<file path="config.mk">
export PLATFORM = sky130hd
export DESIGN_NAME = video_top
export DESIGN_NICKNAME = d
export VERILOG_FILES = /design/src/hw/video_pkg.sv /design/src/hw/video_cfg_if.sv /design/src/hw/video_regs.sv /design/src/hw/video_timer.sv /design/src/hw/video_tiles.sv /design/src/hw/video_objs.sv /design/src/hw/video_colmix.sv /design/src/hw/video_top.sv
export SDC_FILE = /design/constraint.sdc
export NUM_CORES = 1
export LEC_CHECK = 0
export BUFFER_PORTS_ARGS = -buffer_cell sky130_fd_sc_hd__buf_2
export CAP_MARGIN = 20
export CORE_UTILIZATION = 40
export CTS_CLUSTER_SIZE = 12
export DETAILED_ROUTE_END_ITERATION = 10
export SYNTH_ARGS = -nofsm -noshare
export SYNTH_HDL_FRONTEND = slang
export SYNTH_SLANG_ARGS = --single-unit
</file>
<file path="constraint.sdc">
create_clock -name clk -period 5 [get_ports clk]
set_input_delay 0.5 -clock clk [delete_from_list [all_inputs] [get_ports clk]]
set_output_delay 0.5 -clock clk [all_outputs]
set_load 0.05 [all_outputs]
</file>
<file path="src/hw/video_pkg.sv">
package video_pkg;

    // Pixel colour index and palette entry widths
    localparam int COLOUR_W = 4;
    localparam int RGB_W = 12;

    // CPU bus
    localparam int WB_ADR_W = 8;
    localparam int WB_DAT_W = 16;

    // Tiles and sprites share the same square size
    localparam int TILE_SIZE = 8;

    // One sprite where colour 0 disables it
    typedef struct packed {
        logic [7:0] x;
        logic [7:0] y;
        logic [COLOUR_W-1:0] colour;
    } obj_entry_t;

    // Register block address map
    typedef enum logic [2:0] {
        REGION_NONE,
        REGION_TILEMAP,
        REGION_OBJ,
        REGION_PAL,
        REGION_CTRL
    } reg_region_e;

endpackage

</file>
<file path="src/hw/video_cfg_if.sv">
`timescale 1ns/1ps

interface video_cfg_if #(
    parameter int OBJ_COUNT = 4,
    parameter int MAP_AW = 6
);
    // Control state
    logic flip;
    logic [7:0] scroll_x;
    video_pkg::obj_entry_t [OBJ_COUNT-1:0] obj_table;

    // Tile map read port
    logic [MAP_AW-1:0] tile_addr;
    logic [video_pkg::COLOUR_W-1:0] tile_data;

    // Palette read port
    logic [video_pkg::COLOUR_W-1:0] pal_addr;
    logic [video_pkg::RGB_W-1:0] pal_data;

    modport regs (
        output flip, scroll_x, obj_table, tile_data, pal_data,
        input tile_addr, pal_addr
    );

    modport tiles (
        output tile_addr,
        input tile_data, flip, scroll_x
    );

    modport colmix (
        output pal_addr,
        input pal_data
    );

endinterface

</file>
<file path="src/hw/video_regs.sv">
`timescale 1ns/1ps

module video_regs #(
    parameter int OBJ_COUNT = 4,
    parameter int MAP_AW = 6
) (
    input  logic clk,
    input  logic rst_n,
    input  logic [video_pkg::WB_ADR_W-1:0] wb_adr,
    input  logic [video_pkg::WB_DAT_W-1:0] wb_dat_w,
    input  logic wb_we,
    input  logic wb_stb,
    input  logic wb_cyc,
    output logic [video_pkg::WB_DAT_W-1:0] wb_dat_r,
    output logic wb_ack,
    video_cfg_if.regs cfg
);

    localparam int AW = video_pkg::WB_ADR_W;
    localparam int DW = video_pkg::WB_DAT_W;
    localparam int CW = video_pkg::COLOUR_W;
    localparam int OBJ_IW = (OBJ_COUNT > 1) ? $clog2(OBJ_COUNT) : 1;

    localparam logic [AW-1:0] OBJ_BASE = 8'h40;
    localparam logic [AW-1:0] OBJ_END = AW'(8'h40 + 3 * OBJ_COUNT);
    localparam logic [AW-1:0] PAL_BASE = 8'h50;
    localparam logic [AW-1:0] PAL_END = 8'h60;
    localparam logic [AW-1:0] CTRL_FLIP = 8'h60;
    localparam logic [AW-1:0] CTRL_SCROLL = 8'h61;

    logic [CW-1:0] tile_map [2**MAP_AW];
    logic [video_pkg::RGB_W-1:0] palette [2**CW];
    video_pkg::obj_entry_t [OBJ_COUNT-1:0] obj_table;
    logic flip;
    logic [7:0] scroll_x;

    video_pkg::reg_region_e region;
    logic [AW-1:0] obj_off;
    logic [OBJ_IW-1:0] obj_idx;
    logic [1:0] obj_field;
    logic [DW-1:0] rd_data;
    logic req;

    // New request only when the previous one is not being acked
    assign req = wb_stb && wb_cyc && !wb_ack;

    always_comb begin
        if (wb_adr < OBJ_BASE) begin
            region = video_pkg::REGION_TILEMAP;
        end else if (wb_adr < OBJ_END) begin
            region = video_pkg::REGION_OBJ;
        end else if (wb_adr >= PAL_BASE && wb_adr < PAL_END) begin
            region = video_pkg::REGION_PAL;
        end else if (wb_adr == CTRL_FLIP || wb_adr == CTRL_SCROLL) begin
            region = video_pkg::REGION_CTRL;
        end else begin
            region = video_pkg::REGION_NONE;
        end
    end

    // Three words per object for x, y and colour
    assign obj_off = wb_adr - OBJ_BASE;
    assign obj_idx = OBJ_IW'(obj_off / 3);
    assign obj_field = 2'(obj_off % 3);

    always_comb begin
        rd_data = '0;
        case (region)
            video_pkg::REGION_TILEMAP: rd_data = DW'(tile_map[wb_adr[MAP_AW-1:0]]);
            video_pkg::REGION_OBJ: begin
                case (obj_field)
                    2'd0: rd_data = DW'(obj_table[obj_idx].x);
                    2'd1: rd_data = DW'(obj_table[obj_idx].y);
                    default: rd_data = DW'(obj_table[obj_idx].colour);
                endcase
            end
            video_pkg::REGION_PAL: rd_data = DW'(palette[wb_adr[CW-1:0]]);
            video_pkg::REGION_CTRL: rd_data = wb_adr[0] ? DW'(scroll_x) : DW'(flip);
            default: rd_data = '0;
        endcase
    end

    always_ff @(posedge clk or negedge rst_n) begin
        if (!rst_n) begin
            wb_ack <= 1'b0;
            wb_dat_r <= '0;
            flip <= 1'b0;
            scroll_x <= '0;
            obj_table <= '0;
            for (int i = 0; i < 2**MAP_AW; i++) begin
                tile_map[i] <= '0;
            end
            for (int i = 0; i < 2**CW; i++) begin
                palette[i] <= '0;
            end
        end else begin
            wb_ack <= req;
            if (req) begin
                wb_dat_r <= rd_data;
                if (wb_we) begin
                    case (region)
                        video_pkg::REGION_TILEMAP:
                            tile_map[wb_adr[MAP_AW-1:0]] <= wb_dat_w[CW-1:0];
                        video_pkg::REGION_OBJ: begin
                            case (obj_field)
                                2'd0: obj_table[obj_idx].x <= wb_dat_w[7:0];
                                2'd1: obj_table[obj_idx].y <= wb_dat_w[7:0];
                                default: obj_table[obj_idx].colour <= wb_dat_w[CW-1:0];
                            endcase
                        end
                        video_pkg::REGION_PAL:
                            palette[wb_adr[CW-1:0]] <= wb_dat_w[video_pkg::RGB_W-1:0];
                        video_pkg::REGION_CTRL: begin
                            if (wb_adr[0]) begin
                                scroll_x <= wb_dat_w[7:0];
                            end else begin
                                flip <= wb_dat_w[0];
                            end
                        end
                        default: ;
                    endcase
                end
            end
        end
    end

    // Combinational read ports for the layers
    assign cfg.tile_data = tile_map[cfg.tile_addr];
    assign cfg.pal_data = palette[cfg.pal_addr];
    assign cfg.flip = flip;
    assign cfg.scroll_x = scroll_x;
    assign cfg.obj_table = obj_table;

    ack_single_cycle: assert property (@(posedge clk) disable iff (!rst_n)
        wb_ack |=> !wb_ack);

endmodule

</file>
<file path="src/hw/video_timer.sv">
`timescale 1ns/1ps

module video_timer #(
    parameter int H_ACTIVE = 64,
    parameter int H_TOTAL = 80,
    parameter int V_ACTIVE = 48,
    parameter int V_TOTAL = 56
) (
    input  logic clk,
    input  logic rst_n,
    input  logic pxl_cen,
    output logic [7:0] hdump,
    output logic [7:0] vdump,
    output logic lhbl,
    output logic lvbl,
    output logic hs,
    output logic vs
);

    localparam logic [7:0] H_LAST = 8'(H_TOTAL - 1);
    localparam logic [7:0] V_LAST = 8'(V_TOTAL - 1);
    // Sync pulses sit at the very end of the line and frame
    localparam logic [7:0] HS_START = 8'(H_TOTAL - 4);
    localparam logic [7:0] VS_START = 8'(V_TOTAL - 2);

    logic [7:0] h_next;
    logic [7:0] v_next;

    always_comb begin
        h_next = hdump + 8'd1;
        v_next = vdump;
        if (hdump == H_LAST) begin
            h_next = '0;
            v_next = (vdump == V_LAST) ? 8'd0 : vdump + 8'd1;
        end
    end

    // Flags come from the next count so they line up with the counters
    always_ff @(posedge clk or negedge rst_n) begin
        if (!rst_n) begin
            hdump <= '0;
            vdump <= '0;
            lhbl <= 1'b1;
            lvbl <= 1'b1;
            hs <= 1'b0;
            vs <= 1'b0;
        end else if (pxl_cen) begin
            hdump <= h_next;
            vdump <= v_next;
            lhbl <= h_next < 8'(H_ACTIVE);
            lvbl <= v_next < 8'(V_ACTIVE);
            hs <= h_next >= HS_START;
            vs <= v_next >= VS_START;
        end
    end

    hdump_in_range: assert property (@(posedge clk) disable iff (!rst_n)
        hdump < 8'(H_TOTAL));

endmodule

</file>
<file path="src/hw/video_tiles.sv">
`timescale 1ns/1ps

module video_tiles #(
    parameter int H_ACTIVE = 64,
    parameter int V_ACTIVE = 48
) (
    input  logic clk,
    input  logic rst_n,
    input  logic pxl_cen,
    input  logic [7:0] hdump,
    input  logic [7:0] vdump,
    video_cfg_if.tiles cfg,
    output logic [video_pkg::COLOUR_W-1:0] tile_pxl
);

    localparam int COLS = H_ACTIVE / video_pkg::TILE_SIZE;
    localparam int ROWS = V_ACTIVE / video_pkg::TILE_SIZE;
    localparam int MAP_AW = $clog2(COLS * ROWS);

    logic [7:0] scr_x;
    logic [7:0] scr_y;
    logic [8:0] sum_x;
    logic [7:0] map_x;
    logic [7:0] col;
    logic [7:0] row;

    // Mirror both axes when the screen is flipped
    assign scr_x = cfg.flip ? 8'(H_ACTIVE - 1) - hdump : hdump;
    assign scr_y = cfg.flip ? 8'(V_ACTIVE - 1) - vdump : vdump;

    // Scroll wraps around the visible width
    assign sum_x = {1'b0, scr_x} + {1'b0, cfg.scroll_x};
    assign map_x = 8'(sum_x % 9'(H_ACTIVE));

    assign col = map_x / 8'(video_pkg::TILE_SIZE);
    assign row = scr_y / 8'(video_pkg::TILE_SIZE);
    assign cfg.tile_addr = MAP_AW'(row * 8'(COLS) + col);

    always_ff @(posedge clk or negedge rst_n) begin
        if (!rst_n) begin
            tile_pxl <= '0;
        end else if (pxl_cen) begin
            tile_pxl <= cfg.tile_data;
        end
    end

endmodule

</file>
<file path="src/hw/video_objs.sv">
`timescale 1ns/1ps

module video_objs #(
    parameter int H_ACTIVE = 64,
    parameter int V_ACTIVE = 48,
    parameter int OBJ_COUNT = 4
) (
    input  logic clk,
    input  logic rst_n,
    input  logic pxl_cen,
    input  logic [7:0] hdump,
    input  logic [7:0] vdump,
    input  logic flip,
    input  video_pkg::obj_entry_t [OBJ_COUNT-1:0] obj_table,
    output logic [video_pkg::COLOUR_W-1:0] obj_pxl
);

    localparam logic [8:0] OBJ_SIZE = 9'(video_pkg::TILE_SIZE);

    logic [7:0] scr_x;
    logic [7:0] scr_y;
    logic [video_pkg::COLOUR_W-1:0] hit_colour;

    assign scr_x = flip ? 8'(H_ACTIVE - 1) - hdump : hdump;
    assign scr_y = flip ? 8'(V_ACTIVE - 1) - vdump : vdump;

    // Walk from the top entry down so the lowest index wins
    always_comb begin
        hit_colour = '0;
        for (int i = OBJ_COUNT - 1; i >= 0; i--) begin
            if (obj_table[i].colour != '0
                    && scr_x >= obj_table[i].x
                    && {1'b0, scr_x} < {1'b0, obj_table[i].x} + OBJ_SIZE
                    && scr_y >= obj_table[i].y
                    && {1'b0, scr_y} < {1'b0, obj_table[i].y} + OBJ_SIZE) begin
                hit_colour = obj_table[i].colour;
            end
        end
    end

    always_ff @(posedge clk or negedge rst_n) begin
        if (!rst_n) begin
            obj_pxl <= '0;
        end else if (pxl_cen) begin
            obj_pxl <= hit_colour;
        end
    end

endmodule

</file>
<file path="src/hw/video_colmix.sv">
`timescale 1ns/1ps

module video_colmix (
    input  logic clk,
    input  logic rst_n,
    input  logic pxl_cen,
    input  logic [video_pkg::COLOUR_W-1:0] tile_pxl,
    input  logic [video_pkg::COLOUR_W-1:0] obj_pxl,
    input  logic lhbl,
    input  logic lvbl,
    video_cfg_if.colmix cfg,
    output logic [3:0] red,
    output logic [3:0] green,
    output logic [3:0] blue,
    output logic lhbl_dly,
    output logic lvbl_dly
);

    // Blanks aligned with the layer outputs
    logic lhbl_d1;
    logic lvbl_d1;

    // Objects always sit on top of the tile layer
    assign cfg.pal_addr = (obj_pxl != '0) ? obj_pxl : tile_pxl;

    always_ff @(posedge clk or negedge rst_n) begin
        if (!rst_n) begin
            lhbl_d1 <= 1'b0;
            lvbl_d1 <= 1'b0;
            lhbl_dly <= 1'b0;
            lvbl_dly <= 1'b0;
            {red, green, blue} <= '0;
        end else if (pxl_cen) begin
            lhbl_d1 <= lhbl;
            lvbl_d1 <= lvbl;
            lhbl_dly <= lhbl_d1;
            lvbl_dly <= lvbl_d1;
            if (lhbl_d1 && lvbl_d1) begin
                {red, green, blue} <= cfg.pal_data;
            end else begin
                {red, green, blue} <= '0;
            end
        end
    end

    rgb_dark_in_blank: assert property (@(posedge clk) disable iff (!rst_n)
        !(lhbl_dly && lvbl_dly) |-> {red, green, blue} == '0);

endmodule

</file>
<file path="src/hw/video_top.sv">
`timescale 1ns/1ps

module video_top #(
    parameter int H_ACTIVE = 64,
    parameter int H_TOTAL = 80,
    parameter int V_ACTIVE = 48,
    parameter int V_TOTAL = 56,
    parameter int OBJ_COUNT = 4
) (
    input  logic clk,
    input  logic rst_n,
    input  logic pxl_cen,
    input  logic [video_pkg::WB_ADR_W-1:0] wb_adr,
    input  logic [video_pkg::WB_DAT_W-1:0] wb_dat_w,
    output logic [video_pkg::WB_DAT_W-1:0] wb_dat_r,
    input  logic wb_we,
    input  logic wb_stb,
    input  logic wb_cyc,
    output logic wb_ack,
    output logic hs,
    output logic vs,
    output logic lhbl_dly,
    output logic lvbl_dly,
    output logic [3:0] red,
    output logic [3:0] green,
    output logic [3:0] blue
);

    // Tile map address width from the visible tile grid
    localparam int MAP_AW = $clog2((H_ACTIVE / video_pkg::TILE_SIZE)
                                   * (V_ACTIVE / video_pkg::TILE_SIZE));

    logic [7:0] hdump;
    logic [7:0] vdump;
    logic lhbl;
    logic lvbl;
    logic [video_pkg::COLOUR_W-1:0] tile_pxl;
    logic [video_pkg::COLOUR_W-1:0] obj_pxl;

    video_cfg_if #(.OBJ_COUNT(OBJ_COUNT), .MAP_AW(MAP_AW)) cfg_if ();

    video_regs #(.OBJ_COUNT(OBJ_COUNT), .MAP_AW(MAP_AW)) u_regs (
        .clk      (clk),
        .rst_n    (rst_n),
        .wb_adr   (wb_adr),
        .wb_dat_w (wb_dat_w),
        .wb_we    (wb_we),
        .wb_stb   (wb_stb),
        .wb_cyc   (wb_cyc),
        .wb_dat_r (wb_dat_r),
        .wb_ack   (wb_ack),
        .cfg      (cfg_if.regs)
    );

    video_timer #(
        .H_ACTIVE (H_ACTIVE),
        .H_TOTAL  (H_TOTAL),
        .V_ACTIVE (V_ACTIVE),
        .V_TOTAL  (V_TOTAL)
    ) u_timer (
        .clk     (clk),
        .rst_n   (rst_n),
        .pxl_cen (pxl_cen),
        .hdump   (hdump),
        .vdump   (vdump),
        .lhbl    (lhbl),
        .lvbl    (lvbl),
        .hs      (hs),
        .vs      (vs)
    );

    video_tiles #(.H_ACTIVE(H_ACTIVE), .V_ACTIVE(V_ACTIVE)) u_tiles (
        .clk      (clk),
        .rst_n    (rst_n),
        .pxl_cen  (pxl_cen),
        .hdump    (hdump),
        .vdump    (vdump),
        .cfg      (cfg_if.tiles),
        .tile_pxl (tile_pxl)
    );

    video_objs #(
        .H_ACTIVE  (H_ACTIVE),
        .V_ACTIVE  (V_ACTIVE),
        .OBJ_COUNT (OBJ_COUNT)
    ) u_objs (
        .clk       (clk),
        .rst_n     (rst_n),
        .pxl_cen   (pxl_cen),
        .hdump     (hdump),
        .vdump     (vdump),
        .flip      (cfg_if.flip),
        .obj_table (cfg_if.obj_table),
        .obj_pxl   (obj_pxl)
    );

    video_colmix u_colmix (
        .clk      (clk),
        .rst_n    (rst_n),
        .pxl_cen  (pxl_cen),
        .tile_pxl (tile_pxl),
        .obj_pxl  (obj_pxl),
        .lhbl     (lhbl),
        .lvbl     (lvbl),
        .cfg      (cfg_if.colmix),
        .red      (red),
        .green    (green),
        .blue     (blue),
        .lhbl_dly (lhbl_dly),
        .lvbl_dly (lvbl_dly)
    );

endmodule

</file>
==> key figures <==
Timing
  – Hold Violations, Final: 0
  – Hold Slack: 0.351 ns
  – Peak Freq: between 0.15 and 0.2 GHz
  – Final Cycle Share: 108%
  – Worst setup margin: -0.380 ns
  – Setup violators final: 87
  – Slew @ Worst Pin: 1.09 ns
  – Setup TNS: -17.57 ns
  – Fin. max-slew vios: 0
  – Worst clock skew: 0.0230 ns
  – RSZ-0062 raised after global routing: true
  – Min Clock Period, post-route: 5.38 ns
  – Slew margin rel.: 27.4%

Synth
  – Netlist Area Pre-Place: 0.0353 sq mm
  – Avg Cell Area, Syn: 12.7 sq um
  – Sequential share of the synthesized area: 42.1%
  – Syn. warnings: 0
  – Async set-reset flop share out of synthesis: 100%
  – Yosys cell types: 86
  – Number of synthesized flops with an enable pin: 0
  – Largest area contributor in the netlist: dfrtp_1
  – Post-Syn Instances: around 2800
  – Flops & latches, synth: 594
  – Synth top area cells: dfrtp_1 42%, mux4_2 17%, mux2_2 16%
  – Ys flop type: dfrtp_1
  – Synth top area share: 42.0%

Clocking
  – CTS tree: built
  – Clock Sinks: 594
  – Root Driver: clkbuf_16
  – Clk pin slew, worst setup/hold paths: roughly 0.060 ns
  – CTS Buffer Depth: 3
  – Later-pin clock latency in the skew report: between 0.6 and 0.7 ns
  – Total CTS buffers: 69
  – H-tree depth: 3

Cells and area
  – Most frequent cells in the layout: 592 x dfrtp_1, 489 x mux2_2, 268 x mux4_2, 175 x nand2_1, 168 x buf_4
  – Commonest non-fill, non-tap cell in the layout: dfrtp_1
  – Share of cells above drive strength 1: 43.1%
  – Total Nets Final: 3063
  – Fill count: approximately 7600
  – Area Growth Syn to Fin: 16.9%

Worst setup path
  – Req. time, crit path: 5.53 ns
  – Setup slack, reg-to-reg: 0.22 ns
  – Worst r2r path cells: 15
  – Worst R2R Start: u_regs.cfg.flip$_DFFE_PN0P_
  – Startpoint types: primary input
  – Critical path endpoint category: register
  – Worst endpoint data arrival time: 5.91 ns
  – Largest fanout on the critical path: 3
  – Reg2Reg Capture Point: u_tiles.tile_pxl[2]$_DFFE_PN0P_
  – Kind of critical path: primary input to register

Floorplan
  – Die Width: about 300 um
  – Initial Utilization: 40.6%
  – Rows: approximately 110
  – Die area: 0.0894 sq mm
  – Top Ports: 63
  – Core area: 0.0870 sq mm
  – Die height: 299 um

GRT
  – Total GRT Usage: 23.0%
  – Total congestion overflow: 0
  – Largest net degree at the start of global routing: between 100 and 150
  – Vias in the first global route: roughly 26000
  – First-pass GRT wire length: 159 mm
  – Initial antenna violation count: 2

Pwr
  – P_leak: 0.0192 uW
  – P per Cell Area: 328 mW/mm^2
  – VDD IR max: 207 uV

Route
  – 1st-iter DRT viols: 1775
  – Routed via count: 24608
  – DRC: 0
  – Total routed wirelength: 102 mm
  – Wire per inst: between 20 and 25 um
  – Detail Route Antenna Nets: 0
  – DR pass1 iterations: 5
  – Via/cell ratio: 5.99

Hold path
  – Hold depth: 2
  – Tightest Hold Check Type: primary input to register
  – Hold Startpoint: wb_dat_w[8]
  – Hold Path Sink: u_regs.palette[152]$_DFFE_PN0P_

Place
  – Routability Congestion: about 0.9
  – Detail Placement HPWL: 68.6 mm
  – PortBufs: 54

Status
  – Failing checks: negative setup slack
  – Status: finished with violations

Flow run
  – Max Cap Viol: 0
-- logic make-up after synthesis --
family,after synthesis,synth area share [%]
multiplexers,841,35.2
flip-flops,594,42.1
AND/OR/NAND/NOR,494,6.78
AO/OA/AOI/OAI,341,6.48
buffers and inverters,316,3.50
adder cells (fa/ha/maj),127,4.50
XOR/XNOR,57,1.41
other,1,0.0106
-- state kept, by name, summed over array words and instances, names as in the netlist --
signal and count:
u_objs.obj_pxl 4, u_timer.vs 1, u_colmix.blue 4, u_colmix.red 4, u_regs.wb_ack 1, u_timer.vdump 8
u_colmix.lvbl_dly 1, u_regs.cfg.flip 1, u_regs.cfg.obj_table 80, u_timer.lvbl 1, u_timer.hs 1, u_regs.palette 192
u_colmix.lhbl_d1 1, u_colmix.green 4, u_regs.wb_dat_r 12, u_timer.lhbl 1, u_timer.hdump 8, u_regs.tile_map 256
u_regs.cfg.scroll_x 8, u_colmix.lhbl_dly 1, u_tiles.tile_pxl 4, u_colmix.lvbl_d1 1
-- worst max-delay path, stage by stage --
cell and delay (ns):
buf_12 0.09, inv_8 0.03, ha_4 0.27, inv_4 0.04, ha_4 0.22, nor3b_4 0.24
o221ai_2 0.15, or3_4 0.36, buf_6 0.14, buf_6 0.11, a21o_1 0.20, a211oi_4 0.33
nor4_4 0.07, mux2_4 0.32, ha_4 0.17, nor4_4 0.20, o41ai_4 0.17, xnor2_2 0.17
ha_2 0.19, or4_1 0.46, a21o_1 0.19, o21bai_4 0.20, buf_6 0.14, mux2_4 0.30
or4_4 0.46, o221ai_2 0.20
-- timing repair --
action | 4_1_cts | 5_1_grt
gates cloned | 2 | 5
resized for setup | 64 | 79
hold buffers | 1 | 0
pin swaps | 15 | 20
buffers inserted | 15 | 15
endpoints found under the setup margin | 88 | 90
endpoints found under the hold margin | 74 | 0
-- per-stage QoR --
| stage | instances | utilization, % | area (sq um) | total power (uW) | setup slack (ns) |
|---|---|---|---|---|---|
| finish | 4111 | 47.4 | 41300 | 13500 | -0.380 |
| global route | 4111 | 47.4 | 41300 | 14100 | -0.638 |
| CTS | 4091 | 46.9 | 40800 | 13500 | -0.402 |
| detailed placement | 3955 | 43.7 | 38000 | 8100 | -1.29 |
| global placement | 3954 | 43.7 | 38000 | 8030 | -1.13 |
| floorplan | 2774 | - | 35600 | 7080 | -1.34 |
-- worst max-delay path by stage --
| stage | startpoint | endpoint | slack (ns) | depth (start not counted) |
|---|---|---|---|---|
| 2_1_floorplan | wb_adr[6] | u_regs.wb_dat_r[4]$_DFFE_PN0P_ | -1.34 | 25 |
| 3_5_place_dp | wb_adr[7] | u_regs.wb_dat_r[5]$_DFFE_PN0P_ | -1.29 | 23 |
| 6_report | wb_adr[7] | u_regs.wb_dat_r[5]$_DFFE_PN0P_ | -0.38 | 26 |
| 5_1_grt | wb_adr[7] | u_regs.wb_dat_r[3]$_DFFE_PN0P_ | -0.64 | 27 |
| 4_1_cts | wb_adr[7] | u_regs.wb_dat_r[5]$_DFFE_PN0P_ | -0.40 | 24 |
| 3_3_place_gp | wb_adr[7] | u_regs.wb_dat_r[5]$_DFFE_PN0P_ | -1.13 | 23 |
-- metal layers --
layer	wire length (um)	global-route usage [%]
met1	42200	30.2
met2	49900	38.0
met3	5790	3.67
met4	4300	9.52
met5	13	0
-- area by class of cell --
type	count	area (sq um)	area share [%]
multi-input combinational	1864	19900	48.1
sequential	594	14900	36.0
timing repair buffer	262	2240	5.43
clock buffer	94	2010	4.87
tap	1155	1450	3.50
inverter	115	447	1.08
clock inverter	26	407	0.985
antenna	1	2.50	0.00606
-- cell usage after synthesis (12+ instances only) --
library cell / n
mux4_2: 268
nor4_1: 12
nand2_1: 200
ha_1: 127
buf_1: 29
inv_1: 110
mux2i_1: 52
nor2b_1: 16
o21ai_0: 75
nand2b_1: 12
o22ai_1: 16
and2_1: 20
buf_2: 15
and3_1: 15
xnor2_1: 46
o21a_1: 44
a211oi_1: 20
nor3_1: 23
nand3_1: 63
clkbuf_1: 150
dfrtp_1: 592
a21oi_1: 58
a31oi_1: 36
mux2_2: 512
nor2_1: 79
-- where the power goes --
group	total, uW	leakage (uW)	internal (uW)	switching [uW]
Sequential	5140	0.00803	4960	183
Combinational	3050	0.00994	1330	1720
Clock	5350	0.00120	3250	2100
Power figures use the tool's default switching activity.
